## config.mk

```make
export PLATFORM = sky130hd
export DESIGN_NAME = bridge_csr
export DESIGN_NICKNAME = d
export VERILOG_FILES = /design/src/rtl/mem_bus_pkg.sv /design/src/rtl/bridge_csr.sv
export SDC_FILE = /design/constraint.sdc
export NUM_CORES = 1
export LEC_CHECK = 0
export BUFFER_PORTS_ARGS = -buffer_cell sky130_fd_sc_hd__buf_2
export CORE_MARGIN = 10
export CORE_UTILIZATION = 59
export CTS_CLUSTER_SIZE = 8
export DETAILED_ROUTE_END_ITERATION = 8
export PLACE_DENSITY_LB_ADDON = 0.05
export SLEW_MARGIN = 10
export SYNTH_ARGS = -nofsm -noshare
export SYNTH_HDL_FRONTEND = slang
export SYNTH_SLANG_ARGS = --single-unit
```

## constraint.sdc

```tcl
create_clock -name clock -period 2.63 [get_ports clock]
set_input_delay 0.1315 -clock clock [delete_from_list [all_inputs] [get_ports clock]]
set_output_delay 0.1315 -clock clock [all_outputs]
set_load 0.1 [all_outputs]
```

## src/rtl/mem_bus_pkg.sv

```systemverilog
package mem_bus_pkg;

    typedef logic [31:0] addr_t;    // byte address
    typedef logic [31:0] data_t;    // instruction or data word
    typedef logic [3:0]  strb_t;    // byte write mask
    typedef logic [1:0]  resp_t;    // AXI response code
    typedef logic [4:0]  wb_addr_t; // control register byte offset

    localparam resp_t resp_okay   = 2'b00;
    localparam resp_t resp_slverr = 2'b10;

    // control block register map
    localparam wb_addr_t csr_ctrl        = 5'h00;
    localparam wb_addr_t csr_fetch_count = 5'h04;
    localparam wb_addr_t csr_load_count  = 5'h08;
    localparam wb_addr_t csr_store_count = 5'h0C;
    localparam wb_addr_t csr_status      = 5'h10;

endpackage

```

## src/rtl/bridge_csr.sv

```systemverilog
`timescale 1ns/1ps

module bridge_csr (
    input  logic                  clock,
    input  logic                  reset,
    input  logic                  wb_cyc,
    input  logic                  wb_stb,
    input  logic                  wb_we,
    input  mem_bus_pkg::wb_addr_t wb_adr,
    input  mem_bus_pkg::data_t    wb_dat_w,
    output mem_bus_pkg::data_t    wb_dat_r,
    output logic                  wb_ack,
    input  logic                  fetch_event,
    input  logic                  load_event,
    input  logic                  store_event,
    input  logic                  resp_error,
    output logic                  enable
);
    import mem_bus_pkg::*;

    data_t fetch_count;
    data_t load_count;
    data_t store_count;
    logic  err_flag;
    logic  access;
    logic  wr_ctrl;
    logic  wr_status;
    data_t rd_mux;

    // counters stick at all ones
    function automatic data_t sat_inc(input data_t count, input logic ev);
        data_t result;
        result = count;
        if (ev && count != '1) begin
            result = count + 1'b1;
        end
        return result;
    endfunction

    assign access    = wb_cyc && wb_stb && !wb_ack;
    assign wr_ctrl   = access && wb_we && (wb_adr == csr_ctrl);
    assign wr_status = access && wb_we && (wb_adr == csr_status);

    always_comb begin
        case (wb_adr)
            csr_ctrl:        rd_mux = {31'b0, enable};
            csr_fetch_count: rd_mux = fetch_count;
            csr_load_count:  rd_mux = load_count;
            csr_store_count: rd_mux = store_count;
            csr_status:      rd_mux = {31'b0, err_flag};
            default:         rd_mux = '0;
        endcase
    end

    always_ff @(posedge clock) begin
        if (reset) begin
            wb_ack      <= 1'b0;
            enable      <= 1'b1;
            fetch_count <= '0;
            load_count  <= '0;
            store_count <= '0;
            err_flag    <= 1'b0;
        end else begin
            wb_ack      <= access;
            fetch_count <= sat_inc(fetch_count, fetch_event);
            load_count  <= sat_inc(load_count, load_event);
            store_count <= sat_inc(store_count, store_event);
            if (wr_ctrl) begin
                enable <= wb_dat_w[0];
            end
            // a new error wins over a clear in the same cycle
            err_flag <= resp_error || (err_flag && !(wr_status && wb_dat_w[0]));
        end
    end

    always_ff @(posedge clock) begin
        if (access) begin
            wb_dat_r <= rd_mux; // snapshot for the ack cycle
        end
    end

    a_ack_single: assert property (@(posedge clock) disable iff (reset)
        wb_ack |=> !wb_ack);

endmodule

```

==> results.md <==
- Status: finished clean
- Worst Reg2Reg Path Length in Cells: 6
- Hpwl dp: 12900 um
- DRT iter0 DRCs: 638
- WP data required: 2950 ps
- Post-Place Cells: between 900 and 1000
- Min-Delay Path Class: input pin to register
- Worst vdd ir: roughly 590 uV
- DIE WIDTH: 128 um
- Yosys warning total: 0
- Post-synthesis xor/xnor area fraction: 3.33%
- Synth Net Count: 815
- Nature of the critical path endpoint: register
- Final instance area: 0.00775 mm^2
- Total Wirelength: 17900 um
- Setup TNS: 0 ps
- H-tree depth: 4
- Non-filler cells, final: 967
- Layout cells sized above 1: between 10% and 20%
- Via Count: roughly 6200
- CTS tree: built
- Worst r2r src: fetch_count[18]$_SDFFE_PP0P_
- Core ar.: ~0.011 mm^2
- Post-synthesis sequential area ratio: 43.0%
- Final worst setup slack: approximately 170 ps
- Simple-Gate Fraction of Synth Area: 27.8%
- Number of synthesized flops with an enable pin: 32
- Power density over the cells: 573 mW/mm^2
- Fillers: ~930
- Fmax: 406 MHz
- Insertion delay to the later sink of the worst-skew pair: 430 ps
- Critical Path AT: roughly 2800 ps
- # setup viols final: 0
- Overflow after GRT: 0
- Hold Path Depth: 3
- Setup CP Type: register to register
- Reg2Reg Setup Slack: approximately 170 ps
- Least-Margin Pin Slew: 967 ps
- RePlAce Congestion: 0.903
- Post-CTS setup buffer count: 0
- Worst path cell trace: nand4_4 > or4_1 > o31ai_4 > buf_4 > nor4_1 > o21ba_1
- First-pass GRT wire length: 29000 um
- Top_reg_cell synth: dfxtp_1
- Drt pass-1 iters: 5
- Fin. Hold Viols: 0
- R2R Path End: fetch_count[11]$_SDFFE_PP0P_
- Leak Pwr: between 0.002 and 0.003 uW
- Root buffer cell: clkbuf_16
- Largest family of logic cells by synthesized area: simple AND/OR/NAND/NOR gates
- Port Buffer Count: 48
- DP Area: 0.00724 mm^2
- Wire length per cell: 18.5 um
- Crit path launch type: register
- IO Count: 80
- NumNets Final: between 800 and 900
- Pin count of the biggest net entering global routing: between 50 and 60
- Clock Skew: around 7.5 ps
- Vias in the first global route: 5722
- Crit-path max FO: 10
- Starting Density: between 60% and 70%
- Rows: 39
- Post-synthesis mux area share: 7.33%
- Post-Synth Adder-Cell Area: 0.548%
- Die H: 128 um
- Post-Synthesis Cells: between 700 and 800
- RSZ-0062 raised after global routing: false
- Max-slew headroom: 35.4%
- N_diodes: 0
- Drt drc: 0
- Post-synthesis async set-or-reset flop share: 0%
- Distinct cells, synth: 61
- Synth top cells by count: 99 x dfxtp_1, 68 x nand2_1, 59 x nor2_1
- Post-synth top area share: 28.9%
- Initial antenna violation count: 0
- Slew Limit Fails: 0
- Via density: 6.42
- Syn_area_per_cell: about 8.9 um^2
- Ranking of synthesized cells by area: dfxtp_1 29%, edfxtp_1 14%, mux2i_1 5.0%
- Reg clk slew, reported paths: ~60 ps
- Area of the die: about 0.016 mm^2
- Critical Path Max Stage Delay: ~620 ps
- Hold Path End: enable$_SDFFE_PP1P_
- Yosys reg bits: 131
- Final min period: 2460 ps
- Clk buf depth: 2
- Post-layout util: 68.2%
- Top-count cell post-synth: dfxtp_1
- Mapped Area: 0.00685 mm^2
- Total CTS buffers: 17
- Final period util: between 90% and 100%
- Sink Count: 131
- Synth Area in Compound Gates: between 10% and 20%
- Slowest-stage cell, CP: or4_1
- Hold path startpoint: wb_adr[4]
- Place WS: 240 ps
- Area delta synth->final: 13.2%
- Maximum capacitance violations: 0
- Antenna-violating nets left: 0
- Yosys top cell by area: dfxtp_1
- Global Route Usage Sum: 22.0%
-- critical path: cells and delay by family (launching register included) --
family | cells | cell delay, ps
simple gates | 3 | 860
compound gates | 2 | 730
flops | 1 | 500
buf+inv | 1 | 250
-- final cells by class --
class / count / area (um^2) / area share (%)
tap: 143 / 179 / 2.31
clock inverter: 8 / 38.8 / 0.500
clock buffer: 24 / 452 / 5.83
multi-input combinational: 578 / 3660 / 47.2
timing repair buffer: 71 / 433 / 5.58
inverter: 12 / 45.0 / 0.581
sequential: 131 / 2940 / 38.0
-- cell usage in the layout, fill, tap and decap left out, types with 5 or more instances in the layout --
cell	netlist	routed
mux2_2	8	8
buf_4	1	21
mux2i_1	34	34
nand3_1	34	34
clkbuf_16	0	17
a211oi_1	8	8
nor4_1	14	14
and3_1	10	10
a21oi_1	53	53
nor2_1	59	59
dfxtp_1	99	99
clkinv_2	0	7
edfxtp_1	32	32
inv_1	12	12
o31ai_1	23	23
nor3_1	14	14
and4_1	23	23
xnor2_1	18	18
o21ai_0	52	52
xor2_1	8	8
and2_1	5	5
clkbuf_1	32	7
nor2b_1	15	15
nand2_1	68	68
nand4_1	30	30
buf_2	7	47
or3_1	25	25
or4_1	24	24
-- registers in the layout, summed over array words and instances, names as in the netlist --
| name | flops |
|---|---|
| wb_dat_r | 32 |
| store_count | 32 |
| load_count | 32 |
| enable | 1 |
| fetch_count | 32 |
| wb_ack | 1 |
| err_flag | 1 |
-- worst max path at each step --
stage | slack, ps | from | to | cells past startpoint
after floorplan | 330 | wb_ack$_SDFF_PP0_ | err_flag$_SDFF_PP0_ | 4
after CTS | 220 | fetch_count[18]$_SDFFE_PP0P_ | fetch_count[11]$_SDFFE_PP0P_ | 6
after global placement | 300 | fetch_count[18]$_SDFFE_PP0P_ | fetch_count[11]$_SDFFE_PP0P_ | 6
after detailed placement | 240 | fetch_count[18]$_SDFFE_PP0P_ | fetch_count[25]$_SDFFE_PP0P_ | 5
after global routing | 20 | fetch_count[5]$_SDFFE_PP0P_ | fetch_count[31]$_SDFFE_PP0P_ | 5
final | 170 | fetch_count[18]$_SDFFE_PP0P_ | fetch_count[11]$_SDFFE_PP0P_ | 6
-- through the flow --
stage          total power (uW)  hold slack, ps
2_1_floorplan              2400             261
3_3_place_gp               2460             369
5_1_grt                    4570            78.8
3_5_place_dp               2470             390
4_1_cts                    4450            41.2
6_report                   4440            46.7
-- repair_timing --
action	in CTS	in global routing
hold endpoints to repair	2	0
hold buffers	2	0
resized for setup	0	0
-- power by group --
| group | switching (uW) | internal (uW) | total (uW) |
|---|---|---|---|
| combinational | 251 | 63.7 | 315 |
| sequential | 17.1 | 2090 | 2110 |
| clock | 834 | 1180 | 2020 |
-- per-layer routing --
layer	up-vias	wire, um	track usage, %
met1	2945	7980	28.1
li1	2973	-	-
met3	58	1200	5.58
met4	0	712	12.1
met2	234	8040	33.4
met5	-	0	0
-- cells by family after synthesis --
group / count (synthesis)
AND/OR/NAND/NOR: 340
AO/OA/AOI/OAI: 162
buffers and inverters: 57
XOR/XNOR: 26
adder cells (fa/ha/maj): 3
multiplexers: 47
flip-flops: 131
No activity file was read; power rests on OpenSTA's default activity.
