File: src/rtl/mem_bus_pkg.sv
package mem_bus_pkg;

    typedef logic [31:0] addr_t;    // byte address
    typedef logic [31:0] data_t;    // instruction or data word
    typedef logic [3:0]  strb_t;    // byte write mask
    typedef logic [1:0]  resp_t;    // AXI response code
    typedef logic [4:0]  wb_addr_t; // control register byte offset

    localparam resp_t resp_okay   = 2'b00;
    localparam resp_t resp_slverr = 2'b10;

    // control block register map
    localparam wb_addr_t csr_ctrl        = 5'h00;
    localparam wb_addr_t csr_fetch_count = 5'h04;
    localparam wb_addr_t csr_load_count  = 5'h08;
    localparam wb_addr_t csr_store_count = 5'h0C;
    localparam wb_addr_t csr_status      = 5'h10;

endpackage

File: src/rtl/axi_mem_bridge.sv
`timescale 1ns/1ps

module axi_mem_bridge (
    input  logic               clock,
    input  logic               reset,
    input  logic               enable,
    input  logic               fetch_req,
    input  mem_bus_pkg::addr_t fetch_pc,
    output logic               fetch_done,
    output mem_bus_pkg::data_t fetch_inst,
    input  logic               lsu_ren,
    input  logic               lsu_wen,
    input  mem_bus_pkg::addr_t lsu_addr,
    input  mem_bus_pkg::data_t lsu_wdata,
    input  mem_bus_pkg::strb_t lsu_wmask,
    output logic               lsu_done,
    output mem_bus_pkg::data_t lsu_rdata,
    output logic               awvalid,
    input  logic               awready,
    output mem_bus_pkg::addr_t awaddr,
    output logic               wvalid,
    input  logic               wready,
    output mem_bus_pkg::data_t wdata,
    output mem_bus_pkg::strb_t wstrb,
    output logic               wlast,
    input  logic               bvalid,
    output logic               bready,
    input  mem_bus_pkg::resp_t bresp,
    output logic               arvalid,
    input  logic               arready,
    output mem_bus_pkg::addr_t araddr,
    input  logic               rvalid,
    output logic               rready,
    input  mem_bus_pkg::data_t rdata,
    input  mem_bus_pkg::resp_t rresp,
    output logic               fetch_event,
    output logic               load_event,
    output logic               store_event,
    output logic               resp_error
);
    import mem_bus_pkg::*;

    typedef enum logic [2:0] {
        st_idle,
        st_fetch_addr,
        st_fetch_data,
        st_store_addr,
        st_store_data,
        st_store_resp,
        st_load_addr,
        st_load_data
    } state_t;

    state_t state;
    state_t next_state;
    addr_t  addr_q;
    data_t  wdata_q;
    strb_t  wstrb_q;
    logic   last_fetch; // last completed transaction was a fetch
    logic   lsu_req;
    logic   pick_lsu;
    logic   r_hs;
    logic   b_hs;

    assign lsu_req  = lsu_ren || lsu_wen;
    assign pick_lsu = lsu_req && (last_fetch || !fetch_req); // fetch wins unless lsu is owed a turn

    always_comb begin
        next_state = state;
        case (state)
            st_idle: begin
                if (enable && pick_lsu) begin
                    next_state = lsu_wen ? st_store_addr : st_load_addr;
                end else if (enable && fetch_req) begin
                    next_state = st_fetch_addr;
                end
            end
            st_fetch_addr: if (arready) next_state = st_fetch_data;
            st_fetch_data: if (rvalid) next_state = st_idle;
            st_store_addr: if (awready) next_state = st_store_data;
            st_store_data: if (wready) next_state = st_store_resp;
            st_store_resp: if (bvalid) next_state = st_idle;
            st_load_addr:  if (arready) next_state = st_load_data;
            st_load_data:  if (rvalid) next_state = st_idle;
            default:       next_state = st_idle;
        endcase
    end

    always_ff @(posedge clock) begin
        if (reset) begin
            state      <= st_idle;
            last_fetch <= 1'b0;
        end else begin
            state <= next_state;
            if (fetch_done) begin
                last_fetch <= 1'b1;
            end else if (lsu_done) begin
                last_fetch <= 1'b0;
            end
        end
    end

    // request payload, the value of the accepting cycle is kept
    always_ff @(posedge clock) begin
        if (state == st_idle) begin
            addr_q  <= pick_lsu ? lsu_addr : fetch_pc;
            wdata_q <= lsu_wdata;
            wstrb_q <= lsu_wmask;
        end
    end

    assign arvalid = (state == st_fetch_addr) || (state == st_load_addr);
    assign araddr  = addr_q;
    assign rready  = (state == st_fetch_data) || (state == st_load_data);
    assign awvalid = (state == st_store_addr);
    assign awaddr  = addr_q;
    assign wvalid  = (state == st_store_data);
    assign wdata   = wdata_q;
    assign wstrb   = wstrb_q;
    assign wlast   = (state == st_store_data); // single beat
    assign bready  = (state == st_store_resp);

    assign r_hs = rvalid && rready;
    assign b_hs = bvalid && bready;

    assign fetch_done  = r_hs && (state == st_fetch_data);
    assign load_event  = r_hs && (state == st_load_data);
    assign store_event = b_hs;
    assign fetch_event = fetch_done;
    assign lsu_done    = load_event || store_event;
    assign fetch_inst  = fetch_done ? rdata : '0;
    assign lsu_rdata   = load_event ? rdata : '0;
    assign resp_error  = (r_hs && rresp != resp_okay) || (b_hs && bresp != resp_okay);

    a_aw_hold: assert property (@(posedge clock) disable iff (reset)
        awvalid && !awready |=> awvalid);

    a_one_addr_channel: assert property (@(posedge clock) disable iff (reset)
        !(arvalid && awvalid));

    // a done pulse must answer a request the requester still holds
    a_fetch_done_req: assert property (@(posedge clock) disable iff (reset)
        fetch_done |-> fetch_req);

    a_lsu_done_req: assert property (@(posedge clock) disable iff (reset)
        lsu_done |-> (lsu_ren || lsu_wen));

endmodule

File: config.mk
export PLATFORM = sky130hd
export DESIGN_NAME = axi_mem_bridge
export DESIGN_NICKNAME = d
export VERILOG_FILES = /design/src/rtl/mem_bus_pkg.sv /design/src/rtl/axi_mem_bridge.sv
export SDC_FILE = /design/constraint.sdc
export NUM_CORES = 1
export LEC_CHECK = 0
export BUFFER_PORTS_ARGS = -buffer_cell sky130_fd_sc_hd__buf_2
export CAP_MARGIN = 40
export CORE_AREA = 3 3 124 126
export DETAILED_ROUTE_END_ITERATION = 8
export DIE_AREA = 0 0 127 129
export GPL_ROUTABILITY_DRIVEN = 0
export SETUP_SLACK_MARGIN = 0.05
export SYNTH_ARGS = -nofsm -noshare
export SYNTH_HDL_FRONTEND = slang
export SYNTH_SLANG_ARGS = --single-unit
File: constraint.sdc
create_clock -name clock -period 5.49 [get_ports clock]
set_clock_uncertainty 0.1 [all_clocks]
set_input_delay 0.549 -clock clock [delete_from_list [all_inputs] [get_ports clock]]
set_output_delay 0.549 -clock clock [all_outputs]
set_load 0.01 [all_outputs]
==> flow_summary.ini, run 1 <==
[outcome]
status = finished clean

[global_routing]
grt_pass1_vias = 3114
grt_pass1_wl_um = 16100
grt-ovfl-total = 0
grt_most_used_layer = met2
grt_antenna_before_repair = 2
grtUsageTotal_pct = 12.9
met3_usage_pct = 4.65
grtUsageMet2_pct = 22.6
grt_start_max_net_pins = 69
use_met1_pct = 14.4

[timing]
setup_viol_count_final = 0
worst_pin_slew_ns = 0.876
period_needed_ns = 2.87
maxSlewHeadroom_pct = 41.6
fin_tns_setup_ns = 0
fin_crit_sh_pct = 52.2
worst_slack_ns = 2.62
grt_setup_unrepaired = false
max_freq_mhz = 349
hold_viol = 0
drv_slew = 0

[cells_and_area]
stdcell_area_um2 = 5470
mostFrequentLayoutCells = 322 x buf_2, 68 x edfxtp_1, 64 x and2_1, 32 x mux2_2, 9 x clkbuf_16
final_layout_size_suffix_gt1_share_pct = 67.8
mostFrequentLayoutCell = buf_2
stdcell_count = 748
num-nets-final = 704
area_growth_pct = 53.0
final.fill_count = 1439

[clock_network]
cts.clk_slew.worst_paths_ns = 0.06
worstSkewPairLatency_ns = 0.33
clock-sinks = 72
post_cts_resize_count = 0
h-tree-depth = 3
clockBufferDepth = 2
cts_tree = yes
root_buffer = clkbuf_16
cts_buffers = 9
post-cts-setup-buffers = 0
ctsHoldBuffers = 0

[pwr]
powerDensity_nw_per_um2 = 464
peakVddDrop_uv = 228
power_leakage_nw = 2.75

[routing]
drc_errors = 0
viasPerCell = 4.19
wl_per_cell_um = 15.2
wirelength_um = 11400
drt_iter0_drc = 86
ant_nets = 0
dr_total_vias = 3131
drt_first_pass_iters = 4

[floorplan]
die_w_um = 127
start_util_pct = 24.8
die_h_um = 129
die_area_um2 = 16400
rows = 44
pin_count = 323
core-area_um2 = 14400

[synthesis]
async_reset_ff_share_pct = 0
ys_seq_area_share_pct = 59.4
yosysUniqueCellTypes = 37
synth_cells = 268
synth_nets = 415
ys.flop_type = edfxtp_1
yosysWarningCount = 0
syn-cell-area_um2 = 3570
ys_ff_latch = 72
avgSynthCellArea_um2 = 13.3
synth_edf_count = 68

[worst_setup_path]
start_kind = flop
cpPeakStageDelay_ns = 0.59
crit_chain = inv_1 -> nor4b_4 -> buf_6 -> and2_1 -> buf_2
endpoint_kind = output pin
cp_data_arrival_time_ns = 2.22
crit_fanout = 26
cp.required_ns = 4.84
crit_slowest_cell = dfxtp_1
worstSetupPathType = flop to output pin

[worst_hold_path]
hold_path_class = input port to flop

[run]
max_cap_violations = 0

[place]
port_buffers = 322
place_hpwl_um = 9360
pre_cts_ws_ns = 2.99
placed_cell_area_um2 = 5150
dp_cells = 730
-- worst max-delay path: cells and delay by family, from the launching register on --
| kind | cells | cell delay (ns) |
|---|---|---|
| AND/OR/NAND/NOR | 2 | 0.67 |
| flip-flops | 1 | 0.59 |
| buffers and inverters | 3 | 0.63 |
-- state kept, by name, summed over array words and instances, names as in the netlist --
name        count
last_fetch      1
wstrb           4
state           3
wdata          32
araddr         32
-- Yosys cell counts (3+ instances only) --
cell | n | area share [%]
buf_4 | 35 | 7.4
nor2_1 | 7 | 0.74
buf_2 | 6 | 0.84
clkbuf_1 | 4 | 0.42
nor3_1 | 5 | 0.70
and2_1 | 64 | 11
dfxtp_1 | 4 | 2.2
o21ai_0 | 3 | 0.42
inv_1 | 3 | 0.31
edfxtp_1 | 68 | 57
mux2_2 | 32 | 10
nand2_1 | 4 | 0.42
-- final timing paths --
path / start / cells past startpoint / to / slack (ns)
setup / recovery: state[1] / 5 / fetch_inst[16] / 2.62
setup reg to reg: state[0] / 2 / araddr[28] / 3.46
hold reg to reg: last_fetch / 2 / last_fetch / 0.42
hold / removal: lsu_wdata[17] / 1 / wdata[17] / 0.29
-- cells by family (layout without fill, tap and decap cells) --
| family | after synthesis | count (layout) | synth area share [%] |
|---|---|---|---|
| simple gates | 92 | 92 | 15.8 |
| other cells | 0 | 2 | 0 |
| xor+xnor | 1 | 1 | 0.245 |
| mux | 35 | 35 | 11.1 |
| buf+inv | 52 | 346 | 9.77 |
| flops | 72 | 72 | 59.4 |
| compound gates | 16 | 16 | 3.75 |
-- metal layers --
| layer | wire length [µm] | share of wire (%) |
|---|---|---|
| met5 | 0 | 0 |
| met4 | 168 | 1.5 |
| met3 | 1160 | 10 |
| met2 | 5900 | 52 |
| met1 | 4140 | 36 |
-- where the power goes --
group          leakage, nW  total [mW]  switching, mW  internal (mW)
Clock                0.154       0.622          0.224          0.398
Sequential           0.712        1.04          0.119          0.919
Combinational         1.88       0.877          0.523          0.354
-- metrics by stage --
stage | power (mW) | hold WS (ns) | util (%)
floorplan | 1.63 | 0.370 | -
global route | 2.69 | 0.264 | 37.9
CTS | 2.59 | 0.264 | 37.9
detailed placement | 1.95 | 0.411 | 35.7
finish | 2.54 | 0.286 | 37.9
global placement | 1.93 | 0.395 | 35.4
-- final cells by class --
cell class	count	area, µm²	area share [%]
Sequential cell	72	2120	38.8
Multi-Input combinational cell	144	1120	20.4
Timing Repair Buffer	325	1660	30.3
Clock inverter	7	93.8	1.72
Clock buffer	9	225	4.12
Inverter	5	18.8	0.343
Tap cell	184	230	4.21
Antenna cell	2	5.00	0.0915
No activity file was read; power rests on OpenSTA's default activity.
==> inputs of run 2 (changes only) <==
--- a/config.mk
+++ b/config.mk
@@ -7,9 +7,9 @@
 export LEC_CHECK = 0
 export BUFFER_PORTS_ARGS = -buffer_cell sky130_fd_sc_hd__buf_2
 export CAP_MARGIN = 40
-export CORE_AREA = 3 3 124 126
+export CORE_AREA = 3 3 123 125
 export DETAILED_ROUTE_END_ITERATION = 8
-export DIE_AREA = 0 0 127 129
+export DIE_AREA = 0 0 126 128
 export GPL_ROUTABILITY_DRIVEN = 0
 export SETUP_SLACK_MARGIN = 0.05
 export SYNTH_ARGS = -nofsm -noshare
==> constraint.sdc (replaced) <==
create_clock -name clock -period 2.55 [get_ports clock]
set_clock_uncertainty 0.1 [all_clocks]
set_input_delay 0.255 -clock clock [delete_from_list [all_inputs] [get_ports clock]]
set_output_delay 0.255 -clock clock [all_outputs]
set_load 0.01 [all_outputs]
==> run 2 against run 1 <==
Against the previous run:
- sequential cell count is the same
- total power grew 110%
- via count grew 4.7%
- core utilization grew 3.5 points
- register-to-register slack lost 2.7 ns
- worst hold slack lost 0.20 ns
- routed wire length grew 5.4%
- critical endpoint is now fetch_inst[27]
==> flow_summary.ini, run 2 (synthesized netlist as in run 1, its figures left out) <==
[outcome]
status = finished clean

[pwr]
power_leakage_nw = 2.88
intPower_mw = 3.47
powerDensity_nw_per_um2 = 937
pwr-share-seq_pct = 40.0
power.total_mw = 5.43
peakVddDrop_uv = 495
sw_frac_of_total_pct = 36.2
pwr-share-clk_pct = 22.2
comb_power_share_pct = 37.7
power.switching_mw = 1.96

[cells_and_area]
final_layout_size_suffix_gt1_share_pct = 64.3
final_util_pct = 41.4
ff_latch_area_um2 = 2120
stdcell_count = 781
num-nets-final = 742
final.fill_count = 1360
mostFrequentLayoutCell = buf_2
mostFrequentLayoutCells = 322 x buf_2, 68 x edfxtp_1, 64 x and2_1, 36 x dlygate4sd3_1, 32 x mux2_2
area_growth_pct = 62.1
stdcell_area_um2 = 5800
multi_input_area_um2 = 1120

[routing]
drt_first_pass_iters = 4
wirelength_um = 12000
drt_iter0_drc = 86
ant_nets = 0
dr_total_vias = 3279
wl_per_cell_um = 15.3
drc_errors = 0
viasPerCell = 4.20

[clock_network]
worstSkewPairLatency_ns = 0.33
cts.clk_slew.worst_paths_ns = 0.06
clockBufferDepth = 2
cts_buffers = 9
post-cts-setup-buffers = 0
root_buffer = clkbuf_16
cts_tree = yes
clock-sinks = 72
h-tree-depth = 3

[place]
port_buffers = 322
place_hpwl_um = 9260
dp_cells = 728
placed_cell_area_um2 = 5150
pre_cts_ws_ns = 0.499

[global_routing]
grtUsageTotal_pct = 14.0
use_met1_pct = 15.4
grt_pass1_wl_um = 17600
grt-ovfl-total = 0
met3_usage_pct = 4.63
grt_most_used_layer = met2
grt_start_max_net_pins = 51
grt_pass1_vias = 3381
grtUsageMet2_pct = 25.5
grt_antenna_before_repair = 1

[floorplan]
die_h_um = 128
die_area_um2 = 16100
rows = 43
pin_count = 323
start_util_pct = 25.6
die_w_um = 126
core-area_um2 = 14000

[worst_setup_path]
endpoint_kind = output pin
reg2reg_depth = 6
cp.required_ns = 2.19
crit_fanout = 35
worstSetupPathType = flop to output pin
start_kind = flop
cp_data_arrival_time_ns = 1.90

[timing]
maxSlewHeadroom_pct = 58.1
worst_slack_ns = 0.300
drv_slew = 0
max_freq_mhz = 444
hold_viol = 0
fin_crit_sh_pct = 88.2
fin_tns_setup_ns = 0
worst_pin_slew_ns = 0.628
setup_viol_count_final = 0
grt_setup_unrepaired = false
whs_ns = 0.0812
period_needed_ns = 2.25

[worst_hold_path]
hold_depth = 2
hold_path_class = input port to flop

[run]
max_cap_violations = 0
==> run 2: path summary, 6_finish.rpt <==
check	start	slack, ns	end
max	state[1]	0.30	fetch_inst[27]
min	reset	0.08	last_fetch
max reg2reg	state[0]	0.76	state[0]
min reg2reg	last_fetch	0.41	last_fetch
==> run 2: repair_timing <==
item / CTS / global route
gates resized for setup: 0 / 1
endpoints found under the setup margin: 0 / 32
hold buffers: 36 / 0
hold endpoints to repair: 36 / 0
==> run 2: worst max-delay path, cell delays in order, from the launching register on <==
cell     delay (ns)
dfxtp_2        0.46
inv_1          0.20
nor4b_4        0.27
buf_4          0.31
and2_1         0.18
buf_2          0.13
==> run 2: routing by layer <==
layer,up-vias,share of wire [%]
met5,-,0
met4,0,1.0
met3,9,9.9
met2,200,53
met1,1501,36
li1,1569,-
==> run 2: cell type report <==
cell class / instances / area share, %
multi-input cells: 144 / 19.3
well taps: 180 / 3.89
clock buffers: 9 / 3.89
repair buffers: 363 / 34.9
flip-flops and latches: 72 / 36.7
clock inverters: 7 / 1.04
inverters: 5 / 0.324
diodes: 1 / 0.0432
==> run 2: power by group through the flow <==
stage,clock (mW),sequential [mW],combinational (mW)
after detailed placement,0,2.20,2.04
after floorplan,0,2.44,1.08
after global placement,0,2.17,2.03
after CTS,1.27,2.17,2.09
final,1.21,2.17,2.05
after global routing,1.31,2.23,2.21
==> inputs of run 3 (changes only) <==
--- a/config.mk
+++ b/config.mk
@@ -7,9 +7,9 @@
 export LEC_CHECK = 0
 export BUFFER_PORTS_ARGS = -buffer_cell sky130_fd_sc_hd__buf_2
 export CAP_MARGIN = 40
-export CORE_AREA = 3 3 123 125
+export CORE_AREA = 2 2 126 128
 export DETAILED_ROUTE_END_ITERATION = 8
-export DIE_AREA = 0 0 126 128
+export DIE_AREA = 0 0 128 130
 export GPL_ROUTABILITY_DRIVEN = 0
 export SETUP_SLACK_MARGIN = 0.05
 export SYNTH_ARGS = -nofsm -noshare
==> run 3 against run 2 <==
Against the previous run:
- fmax shrank 0.38%
- routed wire length shrank 1.3%
- largest power group unchanged
- first-iteration DRC count grew 37%
- sequential power is essentially flat
- clock power grew 20%
==> flow_summary.ini, run 3 (synthesized netlist as in run 1, its figures left out) <==
[outcome]
status = finished clean

[routing]
drt_first_pass_iters = 4
drc_errors = 0
wl_per_cell_um = 14.9
ant_nets = 0
viasPerCell = 4.11
wirelength_um = 11800
dr_total_vias = 3254
drt_iter0_drc = 118

[floorplan]
core-area_um2 = 15400
pin_count = 323
die_area_um2 = 16600
rows = 46
die_w_um = 128
die_h_um = 130
start_util_pct = 23.2

[cells_and_area]
ff_latch_area_um2 = 2120
mostFrequentLayoutCells = 322 x buf_2, 68 x edfxtp_1, 64 x and2_1, 36 x dlygate4sd3_1, 32 x mux2_2
num-nets-final = 742
n_antenna_cell = 0
mostFrequentLayoutCell = buf_2
multi_input_area_um2 = 1120
final_layout_size_suffix_gt1_share_pct = 64.2
final.fill_count = 1483
area_growth_pct = 64.5

[pwr]
powerDensity_nw_per_um2 = 971
intPower_mw = 3.78
pwr-share-seq_pct = 38.3
power_leakage_nw = 2.92
pwr-share-clk_pct = 25.4
comb_power_share_pct = 36.3
peakVddDrop_uv = 287
sw_frac_of_total_pct = 33.8
power.switching_mw = 1.93

[run]
max_cap_violations = 0

[clock_network]
worstSkewPairLatency_ns = 0.33
h-tree-depth = 3
root_buffer = clkbuf_16
clock-sinks = 72
cts.clk_slew.worst_paths_ns = 0.06
cts_buffers = 9
post-cts-setup-buffers = 0
cts_tree = yes
clockBufferDepth = 2

[timing]
fin_crit_sh_pct = 88.6
hold_viol = 0
drv_slew = 0
setup_viol_count_final = 0
fin_tns_setup_ns = 0
worst_pin_slew_ns = 0.379
period_needed_ns = 2.26
max_freq_mhz = 443
worst_slack_ns = 0.291
grt_setup_unrepaired = false
maxSlewHeadroom_pct = 74.7

[global_routing]
grtUsageTotal_pct = 13.1
grt_most_used_layer = met2
grt_pass1_wl_um = 16100
grtUsageMet2_pct = 24.9
grt_pass1_vias = 3118
grt-ovfl-total = 0
grt_start_max_net_pins = 58
met3_usage_pct = 3.53
use_met1_pct = 14.3
grt_antenna_before_repair = 0

[worst_setup_path]
cp_data_arrival_time_ns = 1.90
crit_fanout = 35
worstSetupPathType = flop to output pin
cp.required_ns = 2.19
start_kind = flop
endpoint_kind = output pin

[worst_hold_path]
hold_path_class = input port to flop

[place]
place_hpwl_um = 9140
port_buffers = 322
pre_cts_ws_ns = 0.475
-- run 3: routing by layer --
layer  wire [µm]  up-vias  part of all wire, %
met2        6220      198                   53
met3         891        9                  7.5
met4         133        0                  1.1
met1        4570     1476                   39
met5           0        -                    0
li1            -     1571                    -
-- run 3: final cells by class --
class,count,share of cell area (%)
flip-flops and latches,72,36.1
repair buffers,363,34.6
multi-input cells,144,19.0
well taps,192,4.09
clock buffers,10,3.89
clock inverters,6,1.96
inverters,5,0.319
-- run 3: timing repair --
action	CTS	global route
hold buffers	36	0
gates resized for setup	0	1
hold endpoints to repair	36	0
setup endpoints to repair	0	34
-- run 3: path summary, 6_finish.rpt --
check | endpoint | cells after the start | from | slack, ns
max | fetch_inst[25] | 5 | state[1] | 0.29
min | last_fetch | 2 | reset | 0.08
max reg2reg | araddr[31] | 4 | last_fetch | 0.77
min reg2reg | last_fetch | 2 | last_fetch | 0.45
-- run 3: power groups by stage --
stage	Clock (mW)	Sequential, mW	Combinational (mW)
after floorplan	0	2.44	1.08
after global placement	0	2.19	2.06
after detailed placement	0	2.21	2.07
after CTS	1.50	2.19	2.12
after global routing	1.55	2.23	2.26
final	1.45	2.19	2.07
-- run 3: stage by stage --
stage	hold slack, ns	std cells	cell area (µm²)	total power [mW]	util (%)
floorplan	0.227	268	3590	3.51	-
global placement	0.332	740	5170	4.25	33.5
detailed placement	0.334	740	5170	4.28	33.5
CTS	0.0624	792	5880	5.80	38.1
global route	0.0861	792	5880	6.04	38.1
finish	0.0816	792	5880	5.71	38.1
-- run 3: critical path, cell delays in order, from the launching register on --
cell     delay, ns
dfxtp_2       0.48
inv_1         0.20
nor4b_4       0.27
buf_4         0.30
and2_1        0.17
buf_2         0.13
